## src/cnn_stream_pkg.sv

```systemverilog
// Stream-level constants and the pixel type for the two-layer CNN engine.
// Shared by the RTL and the testbench; import where needed.
package cnn_stream_pkg;

    // ********************
    // Pixel format
    // ********************

    localparam int PIX_W = 8;            // Greyscale, unsigned.

    typedef logic [PIX_W-1:0] pix_t;

    // ********************
    // Frame geometry
    // ********************

    // Size of the frame entering layer 0.
    localparam int IN_LINE_LEN = 12;     // Pixels per line.
    localparam int IN_LINES    = 12;     // Lines per frame.

    // Side of the square convolution window.
    // Each layer trims WIN_SIZE-1 pixels from both dimensions.
    localparam int WIN_SIZE = 3;

    // ********************
    // Engine depth
    // ********************

    localparam int LAYER_NUM = 2;        // Chained conv layers.

    // Output frame of the last layer, handy for checkers.
    localparam int OUT_LINE_LEN = IN_LINE_LEN - LAYER_NUM * (WIN_SIZE - 1);
    localparam int OUT_LINES    = IN_LINES - LAYER_NUM * (WIN_SIZE - 1);

endpackage

```

## src/cnn_kernel_pkg.sv

```systemverilog
// Fixed kernels and arithmetic limits of the conv layers.
// Row-major weights, index 0 is the top-left tap of the window.
package cnn_kernel_pkg;

    // ********************
    // Widths
    // ********************

    localparam int COEF_W = 6;           // Signed weight.
    localparam int ACC_W  = 20;          // Signed accumulator.

    localparam int TAPS = cnn_stream_pkg::WIN_SIZE * cnn_stream_pkg::WIN_SIZE;

    typedef logic signed [ACC_W-1:0] acc_t;

    // ********************
    // Kernels
    // ********************

    // Layer 0 smooths (sum 16), layer 1 picks edges (sum 0).
    localparam logic signed [COEF_W-1:0] KERNEL [cnn_stream_pkg::LAYER_NUM][TAPS] = '{
        '{
            6'sd1,  6'sd2,  6'sd1,
            6'sd2,  6'sd4,  6'sd2,
            6'sd1,  6'sd2,  6'sd1
        },
        '{
            -6'sd1, -6'sd1, -6'sd1,
            -6'sd1,  6'sd8, -6'sd1,
            -6'sd1, -6'sd1, -6'sd1
        }
    };

    // ********************
    // Output scaling
    // ********************

    // Arithmetic right shift before the ReLU clip.
    localparam int OUT_SHIFT [cnn_stream_pkg::LAYER_NUM] = '{4, 0};

    localparam int RELU_MAX = 255;       // Clip ceiling.

endpackage

```

## src/line_window.sv

```systemverilog
// Turns a raster pixel stream into 3x3 windows with two line memories.
// Emits only complete windows and regenerates markers for the trimmed frame.
module line_window #(
    parameter int LINE_LEN = cnn_stream_pkg::IN_LINE_LEN
) (
    input  logic                 clk_i,
    input  logic                 arst_n_i,
    input  cnn_stream_pkg::pix_t pix_i,
    input  logic                 valid_i,
    input  logic                 sop_i,
    input  logic                 eop_i,
    input  logic                 sof_i,
    input  logic                 eof_i,
    output cnn_stream_pkg::pix_t win_o [cnn_stream_pkg::WIN_SIZE*cnn_stream_pkg::WIN_SIZE],
    output logic                 valid_o,
    output logic                 sop_o,
    output logic                 eop_o,
    output logic                 sof_o,
    output logic                 eof_o
);
    import cnn_stream_pkg::*;

    localparam int EDGE  = WIN_SIZE - 1;           // First full-window column and row.
    localparam int COL_W = $clog2(LINE_LEN);
    localparam int ROW_W = $clog2(WIN_SIZE + 1);

    // Line memories, index 0 holds the previous line.
    pix_t             line_mem [EDGE][LINE_LEN];
    pix_t             col_pix  [WIN_SIZE];         // New window column, top first.

    logic [COL_W-1:0] col_q;
    logic [ROW_W-1:0] row_q;                       // Saturates one row past EDGE.
    logic [COL_W-1:0] cur_col;
    logic [ROW_W-1:0] cur_row;
    logic             win_ok;

    // ********************
    // Position counters
    // ********************

    always_comb begin
        cur_col = (sop_i || sof_i) ? '0 : col_q;
        cur_row = sof_i ? '0 : row_q;
        win_ok  = valid_i && (cur_col >= COL_W'(EDGE)) && (cur_row >= ROW_W'(EDGE));
    end

    always_ff @(posedge clk_i or negedge arst_n_i) begin
        if (!arst_n_i) begin
            col_q <= '0;
            row_q <= '0;
        end else if (valid_i) begin
            if (eop_i) begin
                col_q <= '0;
                if (cur_row != ROW_W'(EDGE + 1)) begin
                    row_q <= cur_row + 1'b1;
                end else begin
                    row_q <= cur_row;
                end
            end else begin
                col_q <= cur_col + 1'b1;
                row_q <= cur_row;
            end
        end
    end

    // ********************
    // Line memories
    // ********************

    always_comb begin
        for (int r = 0; r < EDGE; r++) begin
            col_pix[r] = line_mem[EDGE-1-r][cur_col];
        end
        col_pix[EDGE] = pix_i;                     // Bottom row is the live pixel.
    end

    // Each line moves one memory up as the new line is written.
    always_ff @(posedge clk_i) begin
        if (valid_i) begin
            line_mem[0][cur_col] <= pix_i;
            for (int k = 1; k < EDGE; k++) begin
                line_mem[k][cur_col] <= line_mem[k-1][cur_col];
            end
        end
    end

    // ********************
    // Window shift register
    // ********************

    // Columns shift left, rightmost column takes col_pix.
    always_ff @(posedge clk_i) begin
        if (valid_i) begin
            for (int r = 0; r < WIN_SIZE; r++) begin
                for (int c = 0; c < EDGE; c++) begin
                    win_o[r*WIN_SIZE+c] <= win_o[r*WIN_SIZE+c+1];
                end
                win_o[r*WIN_SIZE+EDGE] <= col_pix[r];
            end
        end
    end

    // Markers of the trimmed frame.
    always_ff @(posedge clk_i or negedge arst_n_i) begin
        if (!arst_n_i) begin
            valid_o <= 1'b0;
            sop_o   <= 1'b0;
            eop_o   <= 1'b0;
            sof_o   <= 1'b0;
            eof_o   <= 1'b0;
        end else begin
            valid_o <= win_ok;
            sop_o   <= win_ok && (cur_col == COL_W'(EDGE));
            eop_o   <= win_ok && (cur_col == COL_W'(LINE_LEN - 1));
            sof_o   <= win_ok && (cur_col == COL_W'(EDGE)) && (cur_row == ROW_W'(EDGE));
            eof_o   <= win_ok && eof_i;        // Last row, last column.
        end
    end

    // ********************
    // Assertions
    // ********************

    // Upstream stage must qualify every marker with valid.
    a_marker_valid : assert property (
        @(posedge clk_i) disable iff (!arst_n_i)
        (sop_i || eop_i || sof_i || eof_i) |-> valid_i
    );

    // Line length agrees with the upstream frame.
    a_eop_col : assert property (
        @(posedge clk_i) disable iff (!arst_n_i)
        (valid_i && eop_i) |-> (cur_col == COL_W'(LINE_LEN - 1))
    );

endmodule

```

## src/conv3x3_mac.sv

```systemverilog
// Three-stage multiply, adder tree and ReLU clip for one conv layer.
// LAYER picks the kernel and shift; markers travel beside the data.
module conv3x3_mac #(
    parameter int LAYER = 0
) (
    input  logic                 clk_i,
    input  logic                 arst_n_i,
    input  cnn_stream_pkg::pix_t win_i [cnn_stream_pkg::WIN_SIZE*cnn_stream_pkg::WIN_SIZE],
    input  logic                 valid_i,
    input  logic                 sop_i,
    input  logic                 eop_i,
    input  logic                 sof_i,
    input  logic                 eof_i,
    output cnn_stream_pkg::pix_t pix_o,
    output logic                 valid_o,
    output logic                 sop_o,
    output logic                 eop_o,
    output logic                 sof_o,
    output logic                 eof_o
);
    import cnn_stream_pkg::*;
    import cnn_kernel_pkg::*;

    localparam int DEPTH  = 3;                     // Products, tree, clip.
    localparam int CTRL_W = 5;

    acc_t              prod_q [TAPS];
    acc_t              tree_sum;
    acc_t              sum_q;
    acc_t              shifted;
    logic [CTRL_W-1:0] ctrl_q [DEPTH];

    // ********************
    // Stage 1, products
    // ********************

    // Pixels are unsigned, so a zero sign bit goes in front.
    always_ff @(posedge clk_i) begin
        for (int k = 0; k < TAPS; k++) begin
            prod_q[k] <= $signed({1'b0, win_i[k]}) * KERNEL[LAYER][k];
        end
    end

    // ********************
    // Stage 2, adder tree
    // ********************

    always_comb begin
        tree_sum = '0;
        for (int k = 0; k < TAPS; k++) begin
            tree_sum = tree_sum + prod_q[k];
        end
    end

    always_ff @(posedge clk_i) begin
        sum_q <= tree_sum;
    end

    // ********************
    // Stage 3, shift and ReLU
    // ********************

    always_comb begin
        shifted = sum_q >>> OUT_SHIFT[LAYER];
    end

    always_ff @(posedge clk_i) begin
        if (shifted < 0) begin
            pix_o <= '0;
        end else if (shifted > RELU_MAX) begin
            pix_o <= PIX_W'(RELU_MAX);     // Saturate.
        end else begin
            pix_o <= shifted[PIX_W-1:0];
        end
    end

    // Valid and markers, one slot per data stage.
    always_ff @(posedge clk_i or negedge arst_n_i) begin
        if (!arst_n_i) begin
            for (int s = 0; s < DEPTH; s++) begin
                ctrl_q[s] <= '0;
            end
        end else begin
            ctrl_q[0] <= {valid_i, sop_i, eop_i, sof_i, eof_i};
            for (int s = 1; s < DEPTH; s++) begin
                ctrl_q[s] <= ctrl_q[s-1];
            end
        end
    end

    assign {valid_o, sop_o, eop_o, sof_o, eof_o} = ctrl_q[DEPTH-1];

    // Frame start only comes out with valid.
    a_sof_valid : assert property (
        @(posedge clk_i) disable iff (!arst_n_i)
        sof_o |-> valid_o
    );

endmodule

```

## src/cnn_top.sv

```systemverilog
// Two chained conv layers over an 8-bit raster stream with sop/eop/sof/eof.
// Each layer is a line_window feeding a conv3x3_mac; no back-pressure.
module cnn_top (
    input  logic                 clk_i,
    input  logic                 arst_n_i,
    input  cnn_stream_pkg::pix_t pix_i,
    input  logic                 valid_i,
    input  logic                 sop_i,
    input  logic                 eop_i,
    input  logic                 sof_i,
    input  logic                 eof_i,
    output cnn_stream_pkg::pix_t pix_o,
    output logic                 valid_o,
    output logic                 sop_o,
    output logic                 eop_o,
    output logic                 sof_o,
    output logic                 eof_o
);
    import cnn_stream_pkg::*;

    // Stream at each layer boundary, index 0 is the engine input.
    pix_t s_pix   [LAYER_NUM+1];
    logic s_valid [LAYER_NUM+1];
    logic s_sop   [LAYER_NUM+1];
    logic s_eop   [LAYER_NUM+1];
    logic s_sof   [LAYER_NUM+1];
    logic s_eof   [LAYER_NUM+1];

    assign s_pix[0]   = pix_i;
    assign s_valid[0] = valid_i;
    assign s_sop[0]   = sop_i;
    assign s_eop[0]   = eop_i;
    assign s_sof[0]   = sof_i;
    assign s_eof[0]   = eof_i;

    // ********************
    // Layer chain
    // ********************

    generate
        for (genvar i = 0; i < LAYER_NUM; i++) begin : g_layer
            pix_t win [WIN_SIZE*WIN_SIZE];
            logic win_valid;
            logic win_sop;
            logic win_eop;
            logic win_sof;
            logic win_eof;

            // Every layer trims WIN_SIZE-1 pixels off the line.
            line_window #(
                .LINE_LEN ( IN_LINE_LEN - i * (WIN_SIZE - 1) )
            ) u_window (
                .clk_i    ( clk_i        ),
                .arst_n_i ( arst_n_i     ),
                .pix_i    ( s_pix[i]     ),
                .valid_i  ( s_valid[i]   ),
                .sop_i    ( s_sop[i]     ),
                .eop_i    ( s_eop[i]     ),
                .sof_i    ( s_sof[i]     ),
                .eof_i    ( s_eof[i]     ),
                .win_o    ( win          ),
                .valid_o  ( win_valid    ),
                .sop_o    ( win_sop      ),
                .eop_o    ( win_eop      ),
                .sof_o    ( win_sof      ),
                .eof_o    ( win_eof      )
            );

            conv3x3_mac #(
                .LAYER ( i )
            ) u_mac (
                .clk_i    ( clk_i        ),
                .arst_n_i ( arst_n_i     ),
                .win_i    ( win          ),
                .valid_i  ( win_valid    ),
                .sop_i    ( win_sop      ),
                .eop_i    ( win_eop      ),
                .sof_i    ( win_sof      ),
                .eof_i    ( win_eof      ),
                .pix_o    ( s_pix[i+1]   ),
                .valid_o  ( s_valid[i+1] ),
                .sop_o    ( s_sop[i+1]   ),
                .eop_o    ( s_eop[i+1]   ),
                .sof_o    ( s_sof[i+1]   ),
                .eof_o    ( s_eof[i+1]   )
            );
        end
    endgenerate

    assign pix_o   = s_pix[LAYER_NUM];
    assign valid_o = s_valid[LAYER_NUM];
    assign sop_o   = s_sop[LAYER_NUM];
    assign eop_o   = s_eop[LAYER_NUM];
    assign sof_o   = s_sof[LAYER_NUM];
    assign eof_o   = s_eof[LAYER_NUM];

endmodule

```

## config.mk

```make
export PLATFORM = sky130hd
export DESIGN_NAME = cnn_top
export DESIGN_NICKNAME = d
export VERILOG_FILES = /design/src/cnn_stream_pkg.sv /design/src/cnn_kernel_pkg.sv /design/src/line_window.sv /design/src/conv3x3_mac.sv /design/src/cnn_top.sv
export SDC_FILE = /design/constraint.sdc
export NUM_CORES = 1
export LEC_CHECK = 0
export BUFFER_PORTS_ARGS = -buffer_cell sky130_fd_sc_hd__buf_2
export CAP_MARGIN = 0
export CELL_PAD_IN_SITES_DETAIL_PLACEMENT = 1
export CELL_PAD_IN_SITES_GLOBAL_PLACEMENT = 2
export CORE_ASPECT_RATIO = 1.25
export CORE_MARGIN = 4
export CORE_UTILIZATION = 46
export CTS_BUF_LIST = sky130_fd_sc_hd__clkbuf_16
export CTS_CLUSTER_SIZE = 25
export DETAILED_ROUTE_END_ITERATION = 12
export HOLD_SLACK_MARGIN = 0.02
export PLACE_DENSITY = 0.76
export SYNTH_ARGS = -nofsm -noshare
export SYNTH_HDL_FRONTEND = slang
export SYNTH_SLANG_ARGS = --single-unit
```

## constraint.sdc

```tcl
create_clock -name clk_i -period 5.65 [get_ports clk_i]
set_clock_uncertainty 0.1 [all_clocks]
set_input_delay 0.8475 -clock clk_i [delete_from_list [all_inputs] [get_ports clk_i]]
set_output_delay 0.8475 -clock clk_i [all_outputs]
set_load 0.05 [all_outputs]
```

Yosys cells after proc, flatten, opt, wreduce, memory -nomap -nowiden --
Memory sizes are Yosys's and may differ from the RTL's. Cells that the tools add are included.
Operators by class: add/sub/neg operators 28, $lt $le $gt $ge 12, equal/unequal tests 8, multiplexer cells 32, bitwise logic cells 2, reductions and logical operators 16
Operators by type and width (number):
- $add 20x20->20 | 16
- $neg 8->20 | 8
- $bmux 8 s4 | 4
- $mux 8 | 12
- $mux 96 | 1
- $mux 80 | 1
- $demux 8 s4 | 2
- $gt 20x9->1 const B | 1
- $lt 20x1->1 const B | 1
- $gt 16x9->1 const B | 1
- $lt 16x1->1 const B | 1
- $mux 4 | 4
- $logic_and 1x1->1 | 14
- $mux 2 | 6
- $ge 5x5->1 const B | 2
- $lt 5x1->1 const B | 2
- $not 4->5 | 2
- $add 4x1->4 const B | 2
- $eq 4x2->1 const B | 2
- $eq 4x4->1 const B | 2
- $ge 4x2->1 const B | 2
- $add 2x1->2 const B | 2
- $eq 2x2->1 const B | 2
- $ge 2x2->1 const B | 2
- 3 further kinds | 6
Word-level totals: register bits after elaboration 252, bits in writable memories 622, input bits 15, output and inout bits 13, memories kept 4
Memories:
- g_layer[0].u_window.line_mem | words 2, width 96, read ports 2, clocked after memory_dff 0, wr ports 2, RTL line line_window.sv:28 | pix_t line_mem [EDGE][LINE_LEN];
- g_layer[1].u_mac.prod_q | words 9, width 20, read ports 9, clocked after memory_dff 0, wr ports 9, RTL line conv3x3_mac.sv:27 | acc_t prod_q [TAPS];
- g_layer[1].u_window.line_mem | words 2, width 80, read ports 2, clocked after memory_dff 0, wr ports 2, RTL line line_window.sv:28
- g_layer[0].u_mac.prod_q | words 9, width 10, read ports 9, clocked after memory_dff 0, wr ports 9, RTL line conv3x3_mac.sv:27

Longest topological paths before layout --
An unclocked memory read counts as a cell.
depth in word-level cells 9, depth in mapped cells 17

Modules after synthesis --
Synthesis repeated with hierarchy kept, for this count alone.
Second synthesis, totals: cells, all modules 2208, area, all modules 32099.5 µm²
Modules (own cells, without submodules):
- line_window (g_layer[0].u_window) | times used 1, cells an instance 548, area each 10289.9 µm², seq. area each 8202.9 µm²
- line_window (g_layer[1].u_window) | times used 1, cells an instance 542, area each 8961.1 µm², seq. area each 7241.9 µm²
- conv3x3_mac (g_layer[1].u_mac) | times used 1, cells an instance 821, area each 8869.8 µm², seq. area each 3498.4 µm²
- conv3x3_mac (g_layer[0].u_mac) | times used 1, cells an instance 297, area each 3978.8 µm², seq. area each 2157.1 µm²

Worst setup path after synthesis --
OpenSTA, ideal clock, no wires.
kind reg-to-reg, from memory g_layer[1].u_mac.prod_q[0][5] (netlist name), to register g_layer[1].u_mac.sum_q[17], library setup time 0.119 ns, arrival time 3.989 ns, slack 1.443 ns, stages on the path, launching flop included 16, path buffers 0, period minus slack after synthesis 4.207 ns, cell sequence dfxtp_1 inv_1 fa_1 inv_1 fa_1 fa_1 inv_1 fa_1 inv_1 ha_1 a21o_1 a21oi_1 a21boi_0 a211o_1 o22a_1 xor2_1
RTL lines:
- start, declared | RTL line conv3x3_mac.sv:27
- end signal, assigned | RTL line conv3x3_mac.sv:56 | sum_q <= tree_sum;
- end, declared | RTL line conv3x3_mac.sv:29 | acc_t sum_q;

==> results.py <==
metrics = {
    "power": {
        "intPower_mw": 10.3,
        "max-vdd-ir-drop_mv": 0.288,
        "sw_frac_of_total_pct": 24.9,
        "power_density_nw_per_um2": 381,
        "clock_power_share_pct": 37.8,
        "p_switching_mw": 3.41,
        "p_total_mw": 13.7,
        "power_frac_comb_pct": 13.3,
        "p_leak_nw": 13.9,
        "p_seq_share_pct": 48.9,
    },
    "timing": {
        "finalSetupTns_ns": 0,
        "period_needed_ns": 4.53,
        "slew_headroom_pct": 24.3,
        "finalCritPeriodShare_pct": 80.2,
        "fmax_mhz": 221,
        "final-max-slew-violation-count": 0,
        "hold_viol_final": 0,
        "setup_viol": 0,
        "worst_pin_slew_ns": 1.13,
        "rsz0062_at_grt": "no",
    },
    "placed_design": {
        "routabilityCongestion": 0.774,
        "port_buffers": 27,
        "dp_hpwl_um": 47100,
    },
    "setup_path": {
        "crit_family": "adder cells",
        "path_cells": "inv_1 > fa_1 > inv_1 > fa_1 > fa_1 > inv_1 > fa_1 > inv_1 > ha_1 > a21o_1 > a21oi_1 > a21boi_0 > buf_4 > a21oi_1 > o21bai_1 > xnor2_1",
        "rr_endpoint": "g_layer[1].u_mac.shifted[15]",
        "critical-path-slowest-cell": "fa_1",
        "critPathLaunchType": "flip-flop",
        "arrival_ns": 4.94,
        "worst-path-buf-inv": 5,
        "worstPathRequired_ns": 6.05,
        "critical_path_class": "reg2reg",
        "crit_fanout": 5,
        "reg2reg_setup_slack_ns": 1.12,
        "r2r_start": "g_layer[1].u_mac.prod_q[0][5]",
        "cpPeakStageDelay_ns": 0.55,
        "cp-end-kind": "flip-flop",
        "reg2reg_depth": 16,
    },
    "logic_synthesis": {
        "synth_area_um2": 32000,
        "ys.flop_type": "edfxtp_1",
        "yosysWarnings": 0,
        "synthCells": 2287,
        "synth_edf_count": 496,
        "synth-seq-cells": 793,
        "ys_async_sr_fraction_pct": 6.56,
        "syn_area_per_cell_um2": 14.0,
        "syn-num-nets": 2534,
        "synth.distinct_cells": 59,
        "ys_seq_area_share_pct": 66.0,
    },
    "grt": {
        "grt_antenna_before_repair": 1,
        "grt_util_all_layers_pct": 19.8,
        "grt-ovfl-total": 0,
        "grt_pass1_vias": 19800,
        "grt_pass1_wl_um": 113000,
        "grt_max_degree": 67,
    },
    "finish": {
        "syn2layout_area_growth_pct": 12.2,
        "seq_area_um2": 21100,
        "drive_gt1_share_pct": 8.93,
        "multi_input_area_um2": 9520,
        "fin_nets": 2615,
        "fill_cells": 6730,
    },
    "route": {
        "via_count": 17400,
        "wl_per_cell_um": 21.2,
        "first_pass_iters": 4,
        "ant_nets": 0,
        "viasPerCell": 5.19,
        "wl_um": 71300,
        "drc": 0,
        "drt_first_iter_violations": 909,
    },
    "flow_run": {
        "timing.max_cap.violations": 0,
    },
    "clocking": {
        "cts.path.max_buffers": 3,
        "h-tree-depth": 3,
        "cts_buffers": 79,
        "cts_setup_buffers": 0,
        "insertion_delay_ns": 0.62,
        "clock-sinks": 793,
        "cts_tree": "built",
        "postCtsHoldBufs": 0,
        "cts-resized-gates": 0,
        "root_buffer": "clkbuf_16",
        "cts.clk_slew.worst_paths_ns": 0.07,
    },
    "hold_path": {
        "whs_path_depth": 0,
        "hold_path.startpoint": "g_layer[0].u_window.win_o[46]",
        "hold_class": "reg2reg",
        "whs_endpoint": "g_layer[0].u_mac.prod_q[0][37]",
    },
    "status": {
        "status": "finished clean",
    },
    "floorplan": {
        "ios": 28,
        "core_um2": 68500,
        "die_area_um2": 73800,
        "start_util_pct": 46.6,
        "die_w_um": 244,
        "rows": 107,
        "die_y_um": 303,
    },
}
logic make-up after synthesis:
family	Yosys count	synth area share [%]
xor gates and xnor gates	68	1.86
buffers and inverters	345	4.16
adders and majority gates	232	13.0
DFF	793	66.0
muxes	48	1.51
AOI/OAI and AO/OA	313	6.21
and+or+nand+nor	488	7.26
metrics by stage:
stage | instance area, um2 | instances | setup slack (ns) | utilization [%] | hold WS, ns
global placement | 33300 | 3213 | 1.11 | 48.6 | 0.224
finish | 35900 | 3358 | 1.12 | 52.3 | 0.237
detailed placement | 33300 | 3213 | 1.06 | 48.6 | 0.229
global route | 35900 | 3358 | 0.805 | 52.3 | 0.247
CTS | 35900 | 3357 | 1.07 | 52.3 | 0.239
floorplan | 32000 | 2287 | 1.44 | - | 0.223
power groups by stage:
stage | Clock (mW) | Combinational (mW) | Sequential (mW)
global route | 5.56 | 2.09 | 6.71
finish | 5.17 | 1.82 | 6.68
floorplan | 0 | 1.39 | 6.73
global placement | 0 | 1.78 | 6.80
detailed placement | 0 | 1.86 | 6.82
CTS | 5.32 | 1.87 | 6.70
layout by cell type (no fill, tap or decap), drive strengths merged, types with 33 or more instances in the layout:
cell,n
fa,165
or3,46
inv,297
xnor2,44
nor2,113
clkbuf,83
ha,67
edfxtp,496
o21ai,33
buf,73
and3,36
nand2,167
mux2i,47
a21oi,129
dfrtp,52
a211oi,36
o22ai,39
dfxtp,245
worst register-to-register path, delay by kind of cell, from the launching register on:
kind	cells	cell delay, ns
flops	1	0.31
xor+xnor	1	0.15
buf+inv	5	0.38
fa+ha+maj	5	2.49
compound gates	5	0.99
final cells by class:
cell class	instances	area share, %
diodes	1	0.00698
multi-input cells	1149	26.6
well taps	926	3.23
clock inverters	61	1.35
clock buffers	83	5.79
repair buffers	73	1.35
inverters	272	2.85
flip-flops and latches	793	58.9
worst max path at each step:
stage                                        startpoint  slack (ns)                            to  cells past startpoint
after floorplan           g_layer[1].u_mac.prod_q[0][5]        1.44  g_layer[1].u_mac.shifted[17]                     15
after global placement    g_layer[1].u_mac.prod_q[0][5]        1.11  g_layer[1].u_mac.shifted[19]                     16
after detailed placement  g_layer[1].u_mac.prod_q[0][5]        1.06  g_layer[1].u_mac.shifted[15]                     16
after CTS                 g_layer[1].u_mac.prod_q[0][5]        1.07  g_layer[1].u_mac.shifted[15]                     16
after global routing      g_layer[1].u_mac.prod_q[0][5]        0.80  g_layer[1].u_mac.shifted[15]                     16
final                     g_layer[1].u_mac.prod_q[0][5]        1.12  g_layer[1].u_mac.shifted[15]                     16
layer usage:
metal / GRT usage, % / up-vias / wire, um
li1: - / 8072 / -
met1: 22.9 / 8952 / 27900
met2: 37.9 / 268 / 39100
met3: 2.72 / 121 / 2300
met4: 6.71 / 0 / 2090
met5: 0 / - / 0
cell usage after synthesis, types with 12 or more instances:
cell type    n  area [um2]
a211o_1     16         140
a211oi_1    36         270
nand3_1     25         125
dfrtp_1     52        1300
xnor2_1     44         385
o22ai_1     39         244
nor2b_1     24         150
fa_1       165        3300
o21ai_0     31         155
or3_1       46         288
buf_2       16        80.1
dfxtp_1    245        4900
xor2_1      24         210
nor2_1     113         424
nor4_1      12        75.1
o2111ai_1   14         123
nand2_1    167         627
a21oi_1    120         601
and3_1      36         225
o211ai_1    19         143
clkbuf_1    50         188
nor3_1      26         130
edfxtp_1   496       14900
ha_1        67         838
mux2i_1     47         470
inv_1      267        1000
flip-flops by register name, summed over array words and instances (netlist names), 4 cells and up:
| signal | cells |
|---|---|
| g_layer.u_mac.pix_o | 16 |
| g_layer.u_window.row_q | 4 |
| g_layer.u_window.line_mem | 352 |
| g_layer.u_mac.prod_q | 200 |
| g_layer.u_mac.sum_q | 9 |
| g_layer.u_window.col_q | 8 |
| g_layer.u_mac.shifted | 20 |
| g_layer.u_mac.ctrl_q | 20 |
| g_layer.u_window.win_o | 144 |
Note: power is estimated with default switching activity, not from simulation.
